===== src/logic/floor_defines.svh =====
// Floor controller sizing constants

`ifndef FLOOR_DEFINES_SVH
`define FLOOR_DEFINES_SVH

////////////////////////////////////////////////////////////////////////////
// Building and car geometry
////////////////////////////////////////////////////////////////////////////

// Floors served, numbered 0 for floor 1
`define FLOOR_COUNT 11

// Bits needed for a floor number
`define FLOOR_WIDTH 4

// Motion controller state code width
`define STATE_WIDTH 6

// Codes 0 to 10 mean stopped at floors 1 to 11
`define LAST_STOP_STATE 10

////////////////////////////////////////////////////////////////////////////
// Request stack
////////////////////////////////////////////////////////////////////////////

// One slot per floor is enough since a lit button blocks repeats
`define STACK_DEPTH 11

// Entry count runs 0 to STACK_DEPTH
`define STACK_PTR_WIDTH 4

`endif


===== src/logic/floor_pkg.sv =====
// Floor controller types

`default_nettype none

`include "floor_defines.svh"

package floor_pkg;

    ////////////////////////////////////////////////////////////////////////////
    // Scalar types
    ////////////////////////////////////////////////////////////////////////////

    // Floor number, 0 is floor 1
    typedef logic [`FLOOR_WIDTH-1:0] floor_t;

    // One bit per floor, bit 0 is floor 1
    typedef logic [`FLOOR_COUNT-1:0] button_vec_t;

    ////////////////////////////////////////////////////////////////////////////
    // Grouped signals
    ////////////////////////////////////////////////////////////////////////////

    // Report from the motion controller
    typedef struct packed {
        floor_t                   floor;
        logic [`STATE_WIDTH-1:0]  state;
    } car_status_t;

    // Floor number qualified by a valid bit
    typedef struct packed {
        logic    valid;
        floor_t  floor;
    } floor_request_t;

    // Halted covers power off as well as the emergency button
    typedef struct packed {
        logic  powered;
        logic  halted;
    } mode_t;

    // Command to the motion controller, direction 1 is up
    typedef struct packed {
        floor_t  selector;
        logic    direction;
        logic    activate;
    } dispatch_t;

endpackage

`default_nettype wire


===== src/logic/car_dispatch.sv =====
// Car dispatch and door permits

`timescale 1ns/10ps
`default_nettype none

`include "floor_defines.svh"

module car_dispatch (
    input  wire logic                      clock,
    input  wire logic                      reset_n,
    input  wire floor_pkg::car_status_t    car_status,
    input  wire floor_pkg::floor_request_t top,
    input  wire floor_pkg::mode_t          mode,
    input  wire logic                      door_open_btn,
    input  wire logic                      door_close_btn,
    output floor_pkg::dispatch_t           dispatch,
    output floor_pkg::floor_request_t      arrival,
    output logic                           pop,
    output logic                           door_open_allowed,
    output logic                           door_close_allowed
);

    logic               stopped;
    logic               stopped_powered;
    logic               direction_up;
    floor_pkg::floor_t  selector;

    ////////////////////////////////////////////////////////////////////////////
    // State decode
    ////////////////////////////////////////////////////////////////////////////

    // Anything above the last stop code is travel or emergency
    assign stopped = (car_status.state <= `STATE_WIDTH'(`LAST_STOP_STATE));

    assign stopped_powered = stopped && mode.powered;

    ////////////////////////////////////////////////////////////////////////////
    // Target selection
    ////////////////////////////////////////////////////////////////////////////

    // Idle car points at where it already is
    assign selector = top.valid ? top.floor : car_status.floor;

    assign dispatch.selector  = selector;
    assign dispatch.activate  = stopped && !mode.halted && (selector != car_status.floor);
    assign dispatch.direction = direction_up;

    // Direction is held between trips
    always_ff @(posedge clock or negedge reset_n) begin
        if (!reset_n) begin
            direction_up <= 1'b1;
        end else if (dispatch.activate) begin
            direction_up <= (selector > car_status.floor);
        end
    end

    ////////////////////////////////////////////////////////////////////////////
    // Retirement and doors
    ////////////////////////////////////////////////////////////////////////////

    // Lights at the car floor clear every cycle it stands there
    assign arrival.valid = stopped_powered;
    assign arrival.floor = car_status.floor;

    // Retire the top once the car has reached it
    assign pop = stopped && !mode.halted && top.valid && (top.floor == car_status.floor);

    // Doors only move with the car at rest and power on
    assign door_open_allowed  = stopped_powered && door_open_btn;
    assign door_close_allowed = stopped_powered && door_close_btn;

endmodule

`default_nettype wire


===== src/logic/floor_logic_control_unit.sv =====
// Elevator floor request controller

`timescale 1ns/10ps
`default_nettype none

module floor_logic_control_unit (
    input  wire logic                    clock,
    input  wire logic                    reset_n,
    input  wire floor_pkg::button_vec_t  floor_call_buttons,
    input  wire floor_pkg::button_vec_t  panel_buttons,
    input  wire logic                    door_open_btn,
    input  wire logic                    door_close_btn,
    input  wire logic                    emergency_btn,
    input  wire logic                    power_switch,
    input  wire floor_pkg::car_status_t  car_status,
    output floor_pkg::dispatch_t         dispatch,
    output floor_pkg::button_vec_t       call_button_lights,
    output floor_pkg::button_vec_t       panel_button_lights,
    output logic                         door_open_allowed,
    output logic                         door_close_allowed
);

    floor_pkg::floor_request_t  push;
    floor_pkg::floor_request_t  top;
    floor_pkg::floor_request_t  arrival;
    floor_pkg::mode_t           mode;
    logic                       full;
    logic                       pop;

    // Buttons in, one request per cycle out
    request_latch u_request_latch (
        .clock               (clock),
        .reset_n             (reset_n),
        .floor_call_buttons  (floor_call_buttons),
        .panel_buttons       (panel_buttons),
        .emergency_btn       (emergency_btn),
        .power_switch        (power_switch),
        .car_floor           (car_status.floor),
        .full                (full),
        .arrival             (arrival),
        .push                (push),
        .mode                (mode),
        .call_button_lights  (call_button_lights),
        .panel_button_lights (panel_button_lights)
    );

    request_stack u_request_stack (
        .clock   (clock),
        .reset_n (reset_n),
        .push    (push),
        .pop     (pop),
        .mode    (mode),
        .top     (top),
        .full    (full)
    );

    // Most recent request drives the car
    car_dispatch u_car_dispatch (
        .clock              (clock),
        .reset_n            (reset_n),
        .car_status         (car_status),
        .top                (top),
        .mode               (mode),
        .door_open_btn      (door_open_btn),
        .door_close_btn     (door_close_btn),
        .dispatch           (dispatch),
        .arrival            (arrival),
        .pop                (pop),
        .door_open_allowed  (door_open_allowed),
        .door_close_allowed (door_close_allowed)
    );

endmodule

`default_nettype wire


===== src/logic/request_latch.sv =====
// Button request qualifier

`timescale 1ns/10ps
`default_nettype none

`include "floor_defines.svh"

module request_latch (
    input  wire logic                     clock,
    input  wire logic                     reset_n,
    input  wire floor_pkg::button_vec_t   floor_call_buttons,
    input  wire floor_pkg::button_vec_t   panel_buttons,
    input  wire logic                     emergency_btn,
    input  wire logic                     power_switch,
    input  wire floor_pkg::floor_t        car_floor,
    input  wire logic                     full,
    input  wire floor_pkg::floor_request_t arrival,
    output floor_pkg::floor_request_t     push,
    output floor_pkg::mode_t              mode,
    output floor_pkg::button_vec_t        call_button_lights,
    output floor_pkg::button_vec_t        panel_button_lights
);

    floor_pkg::button_vec_t  car_mask;
    floor_pkg::button_vec_t  arrival_mask;
    floor_pkg::button_vec_t  panel_eligible;
    floor_pkg::button_vec_t  call_eligible;
    floor_pkg::button_vec_t  panel_set;
    floor_pkg::button_vec_t  call_set;
    logic                    accept;
    logic                    pick_panel;

    function automatic floor_pkg::button_vec_t floor_onehot(input floor_pkg::floor_t f);
        floor_pkg::button_vec_t vec;
        vec = '0;
        for (int i = 0; i < `FLOOR_COUNT; i++) begin
            vec[i] = (f == floor_pkg::floor_t'(i));
        end
        return vec;
    endfunction

    // Mode tracks the switches with no delay
    assign mode.powered = power_switch;
    assign mode.halted  = !power_switch || emergency_btn;

    ////////////////////////////////////////////////////////////////////////////
    // Press qualification
    ////////////////////////////////////////////////////////////////////////////

    assign accept       = !mode.halted && !full;
    assign car_mask     = floor_onehot(car_floor);
    assign arrival_mask = arrival.valid ? floor_onehot(arrival.floor) : '0;

    // Lit buttons and the floor the car sits at take no new request
    assign panel_eligible = panel_buttons & ~panel_button_lights & ~car_mask
                            & {`FLOOR_COUNT{accept}};
    assign call_eligible  = floor_call_buttons & ~call_button_lights & ~car_mask
                            & {`FLOOR_COUNT{accept}};

    // Scan from the top so the lowest floor is the last write
    always_comb begin
        push       = '0;
        pick_panel = 1'b0;
        for (int i = `FLOOR_COUNT - 1; i >= 0; i--) begin
            if (panel_eligible[i]) begin
                push.valid = 1'b1;
                push.floor = floor_pkg::floor_t'(i);
                pick_panel = 1'b1;
            end
        end
        // Hall calls only get a turn when no panel press is waiting
        if (!pick_panel) begin
            for (int i = `FLOOR_COUNT - 1; i >= 0; i--) begin
                if (call_eligible[i]) begin
                    push.valid = 1'b1;
                    push.floor = floor_pkg::floor_t'(i);
                end
            end
        end
    end

    assign panel_set = (push.valid && pick_panel) ? floor_onehot(push.floor) : '0;
    assign call_set  = (push.valid && !pick_panel) ? floor_onehot(push.floor) : '0;

    ////////////////////////////////////////////////////////////////////////////
    // Button lights
    ////////////////////////////////////////////////////////////////////////////

    always_ff @(posedge clock or negedge reset_n) begin
        if (!reset_n) begin
            panel_button_lights <= '0;
            call_button_lights  <= '0;
        end else if (mode.halted) begin
            panel_button_lights <= '0;
            call_button_lights  <= '0;
        end else begin
            // Arrival floor never overlaps a new press, so order is free
            panel_button_lights <= (panel_button_lights & ~arrival_mask) | panel_set;
            call_button_lights  <= (call_button_lights & ~arrival_mask) | call_set;
        end
    end

endmodule

`default_nettype wire


===== src/logic/request_stack.sv =====
// Floor request LIFO

`timescale 1ns/10ps
`default_nettype none

`include "floor_defines.svh"

module request_stack (
    input  wire logic                      clock,
    input  wire logic                      reset_n,
    input  wire floor_pkg::floor_request_t push,
    input  wire logic                      pop,
    input  wire floor_pkg::mode_t          mode,
    output floor_pkg::floor_request_t      top,
    output logic                           full
);

    floor_pkg::floor_t               entries [`STACK_DEPTH];
    logic [`STACK_PTR_WIDTH-1:0]     count;
    logic [`STACK_PTR_WIDTH-1:0]     top_index;
    logic [`STACK_PTR_WIDTH-1:0]     write_index;
    logic                            write_en;
    logic                            do_pop;

    ////////////////////////////////////////////////////////////////////////////
    // Status and top of stack
    ////////////////////////////////////////////////////////////////////////////

    assign full      = (count == `STACK_PTR_WIDTH'(`STACK_DEPTH));
    assign top_index = count - 1'b1;

    assign top.valid = (count != '0);
    assign top.floor = top.valid ? entries[top_index] : '0;

    // Popping an empty stack is a no-op
    assign do_pop = pop && top.valid && !mode.halted;

    // With a pop in the same cycle the push lands on the old top
    assign write_en    = push.valid && !mode.halted && (do_pop || !full);
    assign write_index = do_pop ? top_index : count;

    ////////////////////////////////////////////////////////////////////////////
    // Storage
    ////////////////////////////////////////////////////////////////////////////

    always_ff @(posedge clock) begin
        if (write_en) begin
            entries[write_index] <= push.floor;
        end
    end

    // Entry count, which is also the next free slot
    always_ff @(posedge clock or negedge reset_n) begin
        if (!reset_n) begin
            count <= '0;
        end else if (mode.halted) begin
            // Flush, stale entries are simply left behind
            count <= '0;
        end else if (write_en && !do_pop) begin
            count <= count + 1'b1;
        end else if (do_pop && !write_en) begin
            count <= count - 1'b1;
        end
    end

endmodule

`default_nettype wire


===== config.mk =====
export PLATFORM = sky130hd
export DESIGN_NAME = floor_logic_control_unit
export DESIGN_NICKNAME = d
export VERILOG_FILES = /design/src/logic/floor_pkg.sv /design/src/logic/car_dispatch.sv /design/src/logic/floor_logic_control_unit.sv /design/src/logic/request_latch.sv /design/src/logic/request_stack.sv
export VERILOG_INCLUDE_DIRS = /design/src /design/src/logic
export SDC_FILE = /design/constraint.sdc
export NUM_CORES = 1
export LEC_CHECK = 0
export BUFFER_PORTS_ARGS = -buffer_cell sky130_fd_sc_hd__buf_4
export CORE_ASPECT_RATIO = 1.4
export CORE_MARGIN = 5
export CORE_UTILIZATION = 55
export CTS_CLUSTER_DIAMETER = 50
export DETAILED_ROUTE_END_ITERATION = 6
export PLACE_DENSITY = 0.82
export SLEW_MARGIN = 20
export SYNTH_ARGS = -nofsm -noshare
export SYNTH_HDL_FRONTEND = slang
export SYNTH_SLANG_ARGS = --single-unit

===== constraint.sdc =====
create_clock -name clock -period 7.8 [get_ports clock]
set_input_delay 0 -clock clock [delete_from_list [all_inputs] [get_ports clock]]
set_output_delay 0 -clock clock [all_outputs]
set_load 0.005 [all_outputs]

==> results of run 1 <==
## Yosys cell counts, types with 5 or more instances
library cell  instances  area share (%)
dfrtp_1              26              15
nand2b_1              8             1.2
xnor2_1               5             1.0
clkbuf_1              7            0.61
o21ai_0              13             1.5
nand2_1              21             1.8
inv_1                13             1.1
o21ai_1              11             1.3
edfxtp_1             44              31
ha_1                  7             2.0
a22o_1                7             1.4
mux2i_1              13             3.0
nor2_1               35             3.1
mux4_2                7             3.7
o211ai_1              6             1.1
a211oi_1              7             1.2
nor3b_1              11             1.9
nor3_1               12             1.4
nor2b_1              10             1.5
buf_2                 5            0.58
a21oi_1              22             2.6
nand3b_1              6             1.1
a31oi_1               5            0.73
## critical path, cell delays in order (launching register included)
cell      delay, ps
dfrtp_1         330
buf_4           260
clkinv_1        290
ha_1            960
mux2i_1         210
mux4_2          520
a2111o_1        460
or2_1           310
a21oi_2         290
inv_1            80
ha_1            380
or3_1           370
a21oi_1         150
## logic make-up (layout without fill, tap and decap cells)
group | Yosys count | count (layout) | synth area share [%]
AOI/OAI and AO/OA | 110 | 110 | 18.2
xor gates and xnor gates | 9 | 9 | 2.19
adders and majority gates | 7 | 7 | 2.04
buffers and inverters | 34 | 104 | 3.65
DFF | 71 | 71 | 46.6
muxes | 24 | 24 | 7.77
and+or+nand+nor | 140 | 140 | 19.5
## metal layers
layer	wire length, um	track usage (%)	vias up
met4	516	13.3	0
met2	6460	45.7	157
li1	-	-	1642
met1	4260	27.8	1730
met3	641	4.25	32
met5	0	0	-
## registers in the layout (all words and copies together), names as in the netlist
name                                 count
u_request_latch.call_button_lights      11
u_request_latch.panel_button_lights     11
u_car_dispatch.direction_up              1
u_request_stack.count                    4
u_request_stack.entries                 44
## what timing repair did
action / 4_1_cts / 5_1_grt
setup buffers: 0 / 0
hold endpoints to repair: 27 / 0
hold buffers: 1 / 0
## path summary, 6_finish.rpt
path	from	to	slack [ps]	cells past startpoint
setup / recovery	u_request_stack.count[0]	u_request_stack.count[2]	3090	12
hold / removal	panel_buttons[0]	u_request_latch.panel_button_lights[0]	90	4
setup reg to reg	u_request_stack.count[0]	u_request_stack.count[2]	3090	12
hold reg to reg	u_car_dispatch.direction_up	u_car_dispatch.direction_up	510	2
max in group asynchronous	reset_n	u_car_dispatch.direction_up	7360	2
min in group asynchronous	reset_n	u_request_latch.call_button_lights[8]	120	2
## per-stage QoR
step           setup slack, ps  util (%)
2_1_floorplan             3780         -
3_3_place_gp              3280      63.0
3_5_place_dp              3140      63.0
4_1_cts                   3110      65.3
5_1_grt                   2800      65.3
6_report                  3090      65.3
## final cells by class
type / count / area (um^2) / share of cell area (%)
clock inverter: 7 / 47.5 / 0.945
inverter: 15 / 56.3 / 1.12
timing repair buffer: 73 / 551 / 10.9
tap: 100 / 125 / 2.49
clock buffer: 9 / 124 / 2.46
sequential: 71 / 2000 / 39.7
multi-input combinational: 290 / 2130 / 42.3
## power by group
| part | internal [mW] | switching (mW) | leakage, nW | total, mW |
|---|---|---|---|---|
| sequential | 0.418 | 0.00921 | 0.789 | 0.427 |
| combinational | 0.0940 | 0.126 | 1.15 | 0.220 |
| clock | 0.116 | 0.140 | 0.0874 | 0.255 |
| total | 0.627 | 0.275 | 2.02 | 0.903 |
==> impl_metrics.env, run 1 <==
export IMPL_hpwl_um=9080
export IMPL_syn_to_final_growth_pct=17.4
export IMPL_core_mm2=0.00770
export IMPL_dp_cells=548
export IMPL_cp_end_kind="flip-flop"
export IMPL_hold_viol=0
export IMPL_rows=38
export IMPL_synth_cell_type_count=76
export IMPL_diodes=0
export IMPL_power_mw=0.903
export IMPL_final_nets=505
export IMPL_maxCapViolations=0
export IMPL_clk_latency_ps=340
export IMPL_setup_viol=0
export IMPL_firstDrtPassIters=5
export IMPL_worst_pin_slew_ps=889
export IMPL_grt_usage_pct=25.2
export IMPL_syn_area_mm2=0.00429
export IMPL_cp_arrival_ps=4970
export IMPL_wl_per_cell_um=21.0
export IMPL_setup_tns_ps=0
export IMPL_grt_pass1_vias=3700
export IMPL_clock_path_buffers=2
export IMPL_slew_viol_final=0
export IMPL_synth_seq_cells=71
export IMPL_clk_pin_slew_ps=80
export IMPL_power_leakage_nw=2.02
export IMPL_ys_warn_count=0
export IMPL_min_period_over_period_pct=60.4
export IMPL_outcome="complete, no violations"
export IMPL_synth_cells=395
export IMPL_ys_seq_area_share_pct=46.6
export IMPL_grt_max_degree=28
export IMPL_pin_count=68
export IMPL_async_flop_share_pct=38.0
export IMPL_fmax_mhz=212
export IMPL_grt_pass1_wl_um=18900
export IMPL_synth_edf_count=44
export IMPL_hold_class="primary input to flip-flop"
export IMPL_syn_nets=440
export IMPL_dieWidth_um=84.6
export IMPL_clock_skew_ps=10.7
export IMPL_period_needed_ps=4710
export IMPL_initial_core_util_pct=55.6
export IMPL_fill_cells=621
export IMPL_critPathMaxFanout=26
export IMPL_cts_sinks=71
export IMPL_peakVddDrop_v=0.000114
export IMPL_layout_drive_gt1_share_pct=25.8
export IMPL_layout_commonest_cell="buf_4"
export IMPL_rsz0062_at_grt="false"
export IMPL_cts_root_buf="clkbuf_8"
export IMPL_ant_nets=0
export IMPL_ctsResizeCount=0
export IMPL_required_ps=8060
export IMPL_finish_instance_area_mm2=0.00503
export IMPL_avgSynthCellArea_um2=10.8
export IMPL_final_cells=565
export IMPL_drc_errors=0
export IMPL_vias=3561
export IMPL_gp_congestion=0.950
export IMPL_p_per_area_mw_per_mm2=179
export IMPL_max_slew_margin_pct=40.7
export IMPL_drtIter0Drc=211
export IMPL_criticalPathCategory="flip-flop to flip-flop"
export IMPL_holdWs_ps=93.8
export IMPL_post_dp_cell_area_mm2=0.00485
export IMPL_tritoncts="yes"
export IMPL_totalWireLength_um=11900
export IMPL_port_buffers=67
export IMPL_overflow=0
export IMPL_htree_levels=3
export IMPL_antenna_found_initial=0
export IMPL_worstSetupStartpointType="flip-flop"
export IMPL_viasPerCell=6.30
export IMPL_final_cell_mix="buf_4, edfxtp_1, nor2_1"
export IMPL_fp_dieH_um=114
export IMPL_die_area_mm2=0.00968
export IMPL_numCtsBuffers=9
export IMPL_synth_ff_type="edfxtp_1"
Power figures use the tool's default switching activity.
==> inputs of run 2 (changes only) <==
--- a/config.mk
+++ b/config.mk
@@ -6,6 +6,7 @@
 export SDC_FILE = /design/constraint.sdc
 export NUM_CORES = 1
 export LEC_CHECK = 0
+export ABC_AREA = 1
 export BUFFER_PORTS_ARGS = -buffer_cell sky130_fd_sc_hd__buf_4
 export CORE_ASPECT_RATIO = 1.4
 export CORE_MARGIN = 5
==> constraint.sdc (replaced) <==
create_clock -name clock -period 4.9 [get_ports clock]
set_input_delay 0 -clock clock [delete_from_list [all_inputs] [get_ports clock]]
set_output_delay 0 -clock clock [all_outputs]
set_load 0.005 [all_outputs]
==> run 2 against run 1 <==
Compared with the run above: global-route usage is 0.74 points higher; clock power is 95% higher; synthesized cell count is 35% higher; sequential share of layout area is 0.17 points higher; via count is 12% higher; highest routed layer unchanged; first-iteration DRC count is 48% higher.
==> impl_metrics.env, run 2 <==
export IMPL_overflow=0
export IMPL_rows=37
export IMPL_syn_nets=580
export IMPL_drc_errors=0
export IMPL_pwr_share_seq_pct=44.9
export IMPL_yosys_area_top_type="edfxtp_1"
export IMPL_period_needed_ps=4360
export IMPL_multi_input_area_mm2=0.00184
export IMPL_pin_count=68
export IMPL_post_cts_buffers=0
export IMPL_crit_buf_inv=3
export IMPL_peakVddDrop_v=0.000208
export IMPL_slew_viol_final=0
export IMPL_clk_latency_ps=360
export IMPL_initial_core_util_pct=56.9
export IMPL_setup_tns_ps=0
export IMPL_fill_cells=613
export IMPL_power_frac_clock_pct=32.0
export IMPL_firstDrtPassIters=5
export IMPL_htree_levels=3
export IMPL_final_nets=647
export IMPL_antenna_found_initial=0
export IMPL_cp_top_family="simple AND/OR/NAND/NOR gates"
export IMPL_fmax_mhz=229
export IMPL_p_int_mw=1.06
export IMPL_tritoncts="yes"
export IMPL_synth_edf_count=44
export IMPL_cts_sinks=71
export IMPL_synth_area_leaders="edfxtp_1, dfrtp_1, nand2_1"
export IMPL_totalWireLength_um=11900
export IMPL_final_cell_mix="nand2_1, nor2_1, inv_1"
export IMPL_drtIter0Drc=312
export IMPL_synth_ff_type="edfxtp_1"
export IMPL_fp_dieH_um=114
export IMPL_rsz0062_at_grt="false"
export IMPL_async_flop_share_pct=38.0
export IMPL_yosys_top_cells_count="nand2_1, nor2_1, inv_1"
export IMPL_max_slew_margin_pct=42.5
export IMPL_setup_viol=0
export IMPL_final_cells=704
export IMPL_cp_end_kind="flip-flop"
export IMPL_vias=3989
export IMPL_min_period_over_period_pct=89.0
export IMPL_die_area_mm2=0.00954
export IMPL_clk_pin_slew_ps=70
export IMPL_clock_path_buffers=2
export IMPL_p_per_area_mw_per_mm2=309
export IMPL_grt_pass1_vias=4080
export IMPL_layout_commonest_cell="nand2_1"
export IMPL_grt_max_degree=28
export IMPL_ant_nets=0
export IMPL_worst_pin_slew_ps=863
export IMPL_maxCapViolations=0
export IMPL_syn_to_final_growth_pct=18.9
export IMPL_dieWidth_um=84.0
export IMPL_synth_cells=535
export IMPL_slowest_stage="dfrtp_2"
export IMPL_path_cells="inv_2 -> ha_1 -> inv_1 -> a21oi_1 -> a22oi_1 -> nand2_1 -> nand2_1 -> o22ai_1 -> inv_1 -> nand2_1 -> nor2_1 -> a211oi_1 -> nand3_1 -> o21ai_0 -> nand3_1 -> nor2_1"
export IMPL_grt_pass1_wl_um=19300
export IMPL_synth_cell_type_count=42
export IMPL_syn_area_mm2=0.00422
export IMPL_clock_skew_ps=8.96
export IMPL_top_regs="u_request_stack.entries x44, u_request_latch.call_button_lights x11, u_request_latch.panel_button_lights x11"
export IMPL_power_leakage_nw=2.39
export IMPL_hpwl_um=8960
export IMPL_ys_seq_area_share_pct=47.4
export IMPL_synth_seq_cells=71
export IMPL_grt_usage_pct=25.9
export IMPL_largest_reg_flops=44
export IMPL_diodes=0
export IMPL_hold_class="primary input to flip-flop"
export IMPL_outcome="complete, no violations"
export IMPL_layout_drive_gt1_share_pct=19.6
export IMPL_wl_per_cell_um=16.9
export IMPL_gp_congestion=1.04
export IMPL_cp_arrival_ps=4380
export IMPL_dp_cells=687
export IMPL_worst_path_stages=16
export IMPL_required_ps=4920
export IMPL_hold_depth=4
export IMPL_numCtsBuffers=9
export IMPL_synth_top_area_share_pct=31.3
export IMPL_regMostFlops="u_request_stack.entries"
export IMPL_port_buffers=67
export IMPL_viasPerCell=5.67
export IMPL_criticalPathCategory="flip-flop to flip-flop"
export IMPL_pwr_share_comb_pct=23.1
export IMPL_ys_warn_count=0
export IMPL_avgSynthCellArea_um2=7.88
export IMPL_register_area_mm2=0.00200
export IMPL_worstSetupStartpointType="flip-flop"
export IMPL_power_switching_mw=0.489
export IMPL_swShare_pct=31.5
export IMPL_cp_common_cell="nand2_1"
export IMPL_hold_viol=0
export IMPL_core_mm2=0.00741
export IMPL_critPathMaxFanout=22
export IMPL_cpPeakStageDelay_ps=610
export IMPL_r2r_cells=16
export IMPL_cts_root_buf="clkbuf_8"
export IMPL_synth_most_common_cell="nand2_1"
-- run 2: routing by layer --
metal,share of wire [%],wire length (um),GRT usage [%]
met1,35,4190,27.2
met2,52,6230,46.4
met3,5.8,692,5.42
met4,6.7,799,17.4
met5,0,0,0
-- run 2: through the flow --
stage	total power, mW	hold slack, ps	area (um^2)	utilization [%]	setup slack [ps]
2_1_floorplan	0.932	-296	4220	-	1510
3_5_place_dp	1.06	-58.8	4780	64.6	506
3_3_place_gp	1.05	-63.5	4780	64.6	608
4_1_cts	1.54	5.21	5010	67.7	441
6_report	1.55	14.5	5010	67.7	540
5_1_grt	1.63	55.7	5010	67.7	116
-- run 2: logic make-up after synthesis --
family,after synthesis,synth area share [%]
simple gates,284,30.1
buf+inv,97,9.02
compound gates,71,10.2
flops,71,47.4
fa+ha+maj,7,2.08
xor+xnor,5,1.22
-- run 2: area by class of cell --
| type | instances | area share [%] |
|---|---|---|
| clock buffer | 12 | 3.74 |
| timing repair buffer | 69 | 10.4 |
| tap | 97 | 2.42 |
| multi-input combinational | 367 | 36.6 |
| clock inverter | 4 | 0.624 |
| sequential | 71 | 39.9 |
| inverter | 84 | 6.31 |
-- run 2: what timing repair did --
action / 4_1_cts / 5_1_grt
hold endpoints to repair: 27 / 0
endpoints found under the setup margin: 0 / 20
gates resized for setup: 0 / 1
hold buffers: 1 / 0
-- run 2: path summary, 6_finish.rpt --
check,start,end,slack [ps]
max,u_request_stack.count[0],u_request_stack.entries[3][2],540
min,emergency_btn,u_request_stack.count[3],10
max reg2reg,u_request_stack.count[0],u_request_stack.entries[3][2],540
min reg2reg,u_car_dispatch.direction_up,u_car_dispatch.direction_up,520
max in group asynchronous,reset_n,u_car_dispatch.direction_up,4490
min in group asynchronous,reset_n,u_request_latch.call_button_lights[1],100
-- run 2: worst reg2reg max path: cells and delay by family, from the launching register on --
| family | cells | cell delay (ps) |
|---|---|---|
| buffers and inverters | 3 | 490 |
| adders and majority gates | 1 | 610 |
| and+or+nand+nor | 7 | 1200 |
| AOI/OAI and AO/OA | 5 | 1110 |
| DFF | 1 | 610 |
-- run 2: power by group through the flow --
| stage | Clock (mW) | Sequential [mW] | Combinational, mW |
|---|---|---|---|
| global placement | 0 | 0.707 | 0.342 |
| finish | 0.496 | 0.695 | 0.358 |
| CTS | 0.497 | 0.695 | 0.353 |
| detailed placement | 0 | 0.708 | 0.351 |
| global route | 0.533 | 0.698 | 0.396 |
| floorplan | 0 | 0.699 | 0.232 |
==> inputs of run 3 (changes only) <==
--- a/config.mk
+++ b/config.mk
@@ -8,12 +8,14 @@
 export LEC_CHECK = 0
 export ABC_AREA = 1
 export BUFFER_PORTS_ARGS = -buffer_cell sky130_fd_sc_hd__buf_4
+export CELL_PAD_IN_SITES_DETAIL_PLACEMENT = 0
+export CELL_PAD_IN_SITES_GLOBAL_PLACEMENT = 1
 export CORE_ASPECT_RATIO = 1.4
 export CORE_MARGIN = 5
-export CORE_UTILIZATION = 55
+export CORE_UTILIZATION = 45
 export CTS_CLUSTER_DIAMETER = 50
 export DETAILED_ROUTE_END_ITERATION = 6
-export PLACE_DENSITY = 0.82
+export PLACE_DENSITY = 0.89
 export SLEW_MARGIN = 20
 export SYNTH_ARGS = -nofsm -noshare
 export SYNTH_HDL_FRONTEND = slang
==> constraint.sdc (replaced) <==
create_clock -name clock -period 5.3 [get_ports clock]
set_input_delay 0 -clock clock [delete_from_list [all_inputs] [get_ports clock]]
set_output_delay 0 -clock clock [all_outputs]
set_load 0.005 [all_outputs]
==> run 3 against run 2 <==
Compared with the run above: critical path depth is the same; setup slack improved by 80 ps; clock power rose by 18%; critical endpoint is now u_request_stack.entries[1][3]; largest cell class unchanged; sequential power down 7.6%; largest power group unchanged; cell count grew 1.3%; clock skew fell by 3.6 ps; highest routed layer unchanged.
==> impl_metrics.env, run 3 (synthesized netlist as in run 2, its figures left out) <==
export IMPL_outcome="complete, no violations"
export IMPL_holdWs_ps=64.6
export IMPL_worst_pin_slew_ps=880
export IMPL_setup_tns_ps=0
export IMPL_cp_end_kind="flip-flop"
export IMPL_grt_pass1_vias=4084
export IMPL_finish_instance_area_mm2=0.00508
export IMPL_syn_to_final_growth_pct=20.6
export IMPL_die_area_mm2=0.0114
export IMPL_layout_setup_ws_ps=620
export IMPL_top_regs="u_request_stack.entries x44, u_request_latch.call_button_lights x11, u_request_latch.panel_button_lights x11"
export IMPL_grt_usage_pct=22.7
export IMPL_cp_common_cell="nand2_1"
export IMPL_drc_errors=0
export IMPL_fp_dieH_um=125
export IMPL_final_cell_mix="nand2_1, nor2_1, inv_1"
export IMPL_firstDrtPassIters=4
export IMPL_core_mm2=0.00908
export IMPL_fmax_mhz=214
export IMPL_hold_viol=0
export IMPL_period_needed_ps=4680
export IMPL_port_buffers=67
export IMPL_dieWidth_um=91.8
export IMPL_clk_pin_slew_ps=60
export IMPL_post_dp_cell_area_mm2=0.00479
export IMPL_worstSetupStartpointType="flip-flop"
export IMPL_final_nets=646
export IMPL_wl_per_cell_um=17.4
export IMPL_gp_congestion=0.885
export IMPL_rows=41
export IMPL_min_period_over_period_pct=88.3
export IMPL_peakVddDrop_v=0.000162
export IMPL_pin_count=68
export IMPL_fill_cells=836
export IMPL_utilization_pct=56.0
export IMPL_viasPerCell=5.48
export IMPL_slew_viol_final=0
export IMPL_max_slew_margin_pct=41.1
export IMPL_regMostFlops="u_request_stack.entries"
export IMPL_required_ps=5310
export IMPL_r2r_setup_slack_ps=620
export IMPL_ant_nets=0
export IMPL_overflow=0
export IMPL_criticalPathCategory="flip-flop to flip-flop"
export IMPL_diodes=0
export IMPL_hold_class="primary input to flip-flop"
export IMPL_hpwl_um=9520
export IMPL_cts_sinks=71
export IMPL_clk_latency_ps=350
export IMPL_p_per_area_mw_per_mm2=306
export IMPL_antenna_found_initial=0
export IMPL_rsz0062_at_grt="false"
export IMPL_grt_max_degree=28
export IMPL_place_ws_ps=781
export IMPL_post_cts_buffers=0
export IMPL_cp_arrival_ps=4690
export IMPL_largest_reg_flops=44
export IMPL_cpPeakStageDelay_ps=760
export IMPL_path_cells="inv_2 -> ha_1 -> inv_1 -> a21oi_1 -> a22oi_1 -> nand2_1 -> o311ai_0 -> o21ai_0 -> inv_1 -> nand2_1 -> nand2_1 -> a21oi_1 -> nand3_1 -> o21ai_0 -> nand3_1 -> nor2_1"
export IMPL_layout_drive_gt1_share_pct=19.3
export IMPL_numCtsBuffers=9
export IMPL_vias=3904
export IMPL_power_leakage_nw=2.41
export IMPL_layout_commonest_cell="nand2_1"
export IMPL_tritoncts="yes"
export IMPL_totalWireLength_um=12400
export IMPL_maxCapViolations=0
export IMPL_setup_viol=0
export IMPL_drtIter0Drc=265
export IMPL_clock_path_buffers=2
export IMPL_clock_skew_ps=5.34
export IMPL_critPathMaxFanout=26
export IMPL_htree_levels=3
export IMPL_cts_root_buf="clkbuf_16"
export IMPL_grt_pass1_wl_um=20000
export IMPL_slowest_stage="dfrtp_1"
export IMPL_initial_core_util_pct=46.4
[run 3: through the flow]
stage | total power, mW | std cells
2_1_floorplan | 0.861 | 535
3_3_place_gp | 0.974 | 696
3_5_place_dp | 0.978 | 696
4_1_cts | 1.56 | 713
5_1_grt | 1.63 | 713
6_report | 1.56 | 713
[run 3: layout make-up]
class | count | area (um^2) | share of cell area (%)
clock buffers | 9 | 225 | 4.43
clock inverters | 7 | 61.3 | 1.21
inverters | 84 | 317 | 6.23
multi-input cells | 367 | 1840 | 36.1
flip-flops and latches | 71 | 2000 | 39.3
well taps | 107 | 134 | 2.63
repair buffers | 68 | 513 | 10.1
[run 3: critical path: cells and delay by family (launching register included)]
| family | cells | cell delay [ps] |
|---|---|---|
| and+or+nand+nor | 6 | 1120 |
| AOI/OAI and AO/OA | 6 | 1070 |
| DFF | 1 | 760 |
| buffers and inverters | 3 | 740 |
| adders and majority gates | 1 | 650 |
[run 3: final timing paths]
check                                             from                                     end  depth (start not counted)
min in group asynchronous                      reset_n   u_request_latch.call_button_lights[6]                          2
min reg2reg                u_car_dispatch.direction_up             u_car_dispatch.direction_up                          2
max in group asynchronous                      reset_n             u_car_dispatch.direction_up                          2
min                                   panel_buttons[0]  u_request_latch.panel_button_lights[0]                          3
max reg2reg                   u_request_stack.count[0]           u_request_stack.entries[1][3]                         16
max                           u_request_stack.count[0]           u_request_stack.entries[1][3]                         16
[run 3: repair_timing]
item                      4_1_cts  5_1_grt
resized for setup               0        0
hold endpoints to repair       27        0
hold buffers                    1        0
[run 3: power breakdown]
group          leakage (nW)  switching [mW]  internal (mW)
combinational          1.50           0.219          0.110
clock                 0.135           0.261          0.326
sequential            0.778          0.0137          0.628
total                  2.41           0.494           1.06
[run 3: layer usage]
layer,wire (um),share of wire [%],vias to the layer above,GRT usage [%]
met5,0,0,-,0
met4,649,5.2,0,13.3
met3,624,5.0,43,4.95
met2,6600,53,149,40.9
met1,4520,36,1827,23.7
li1,-,-,1885,-
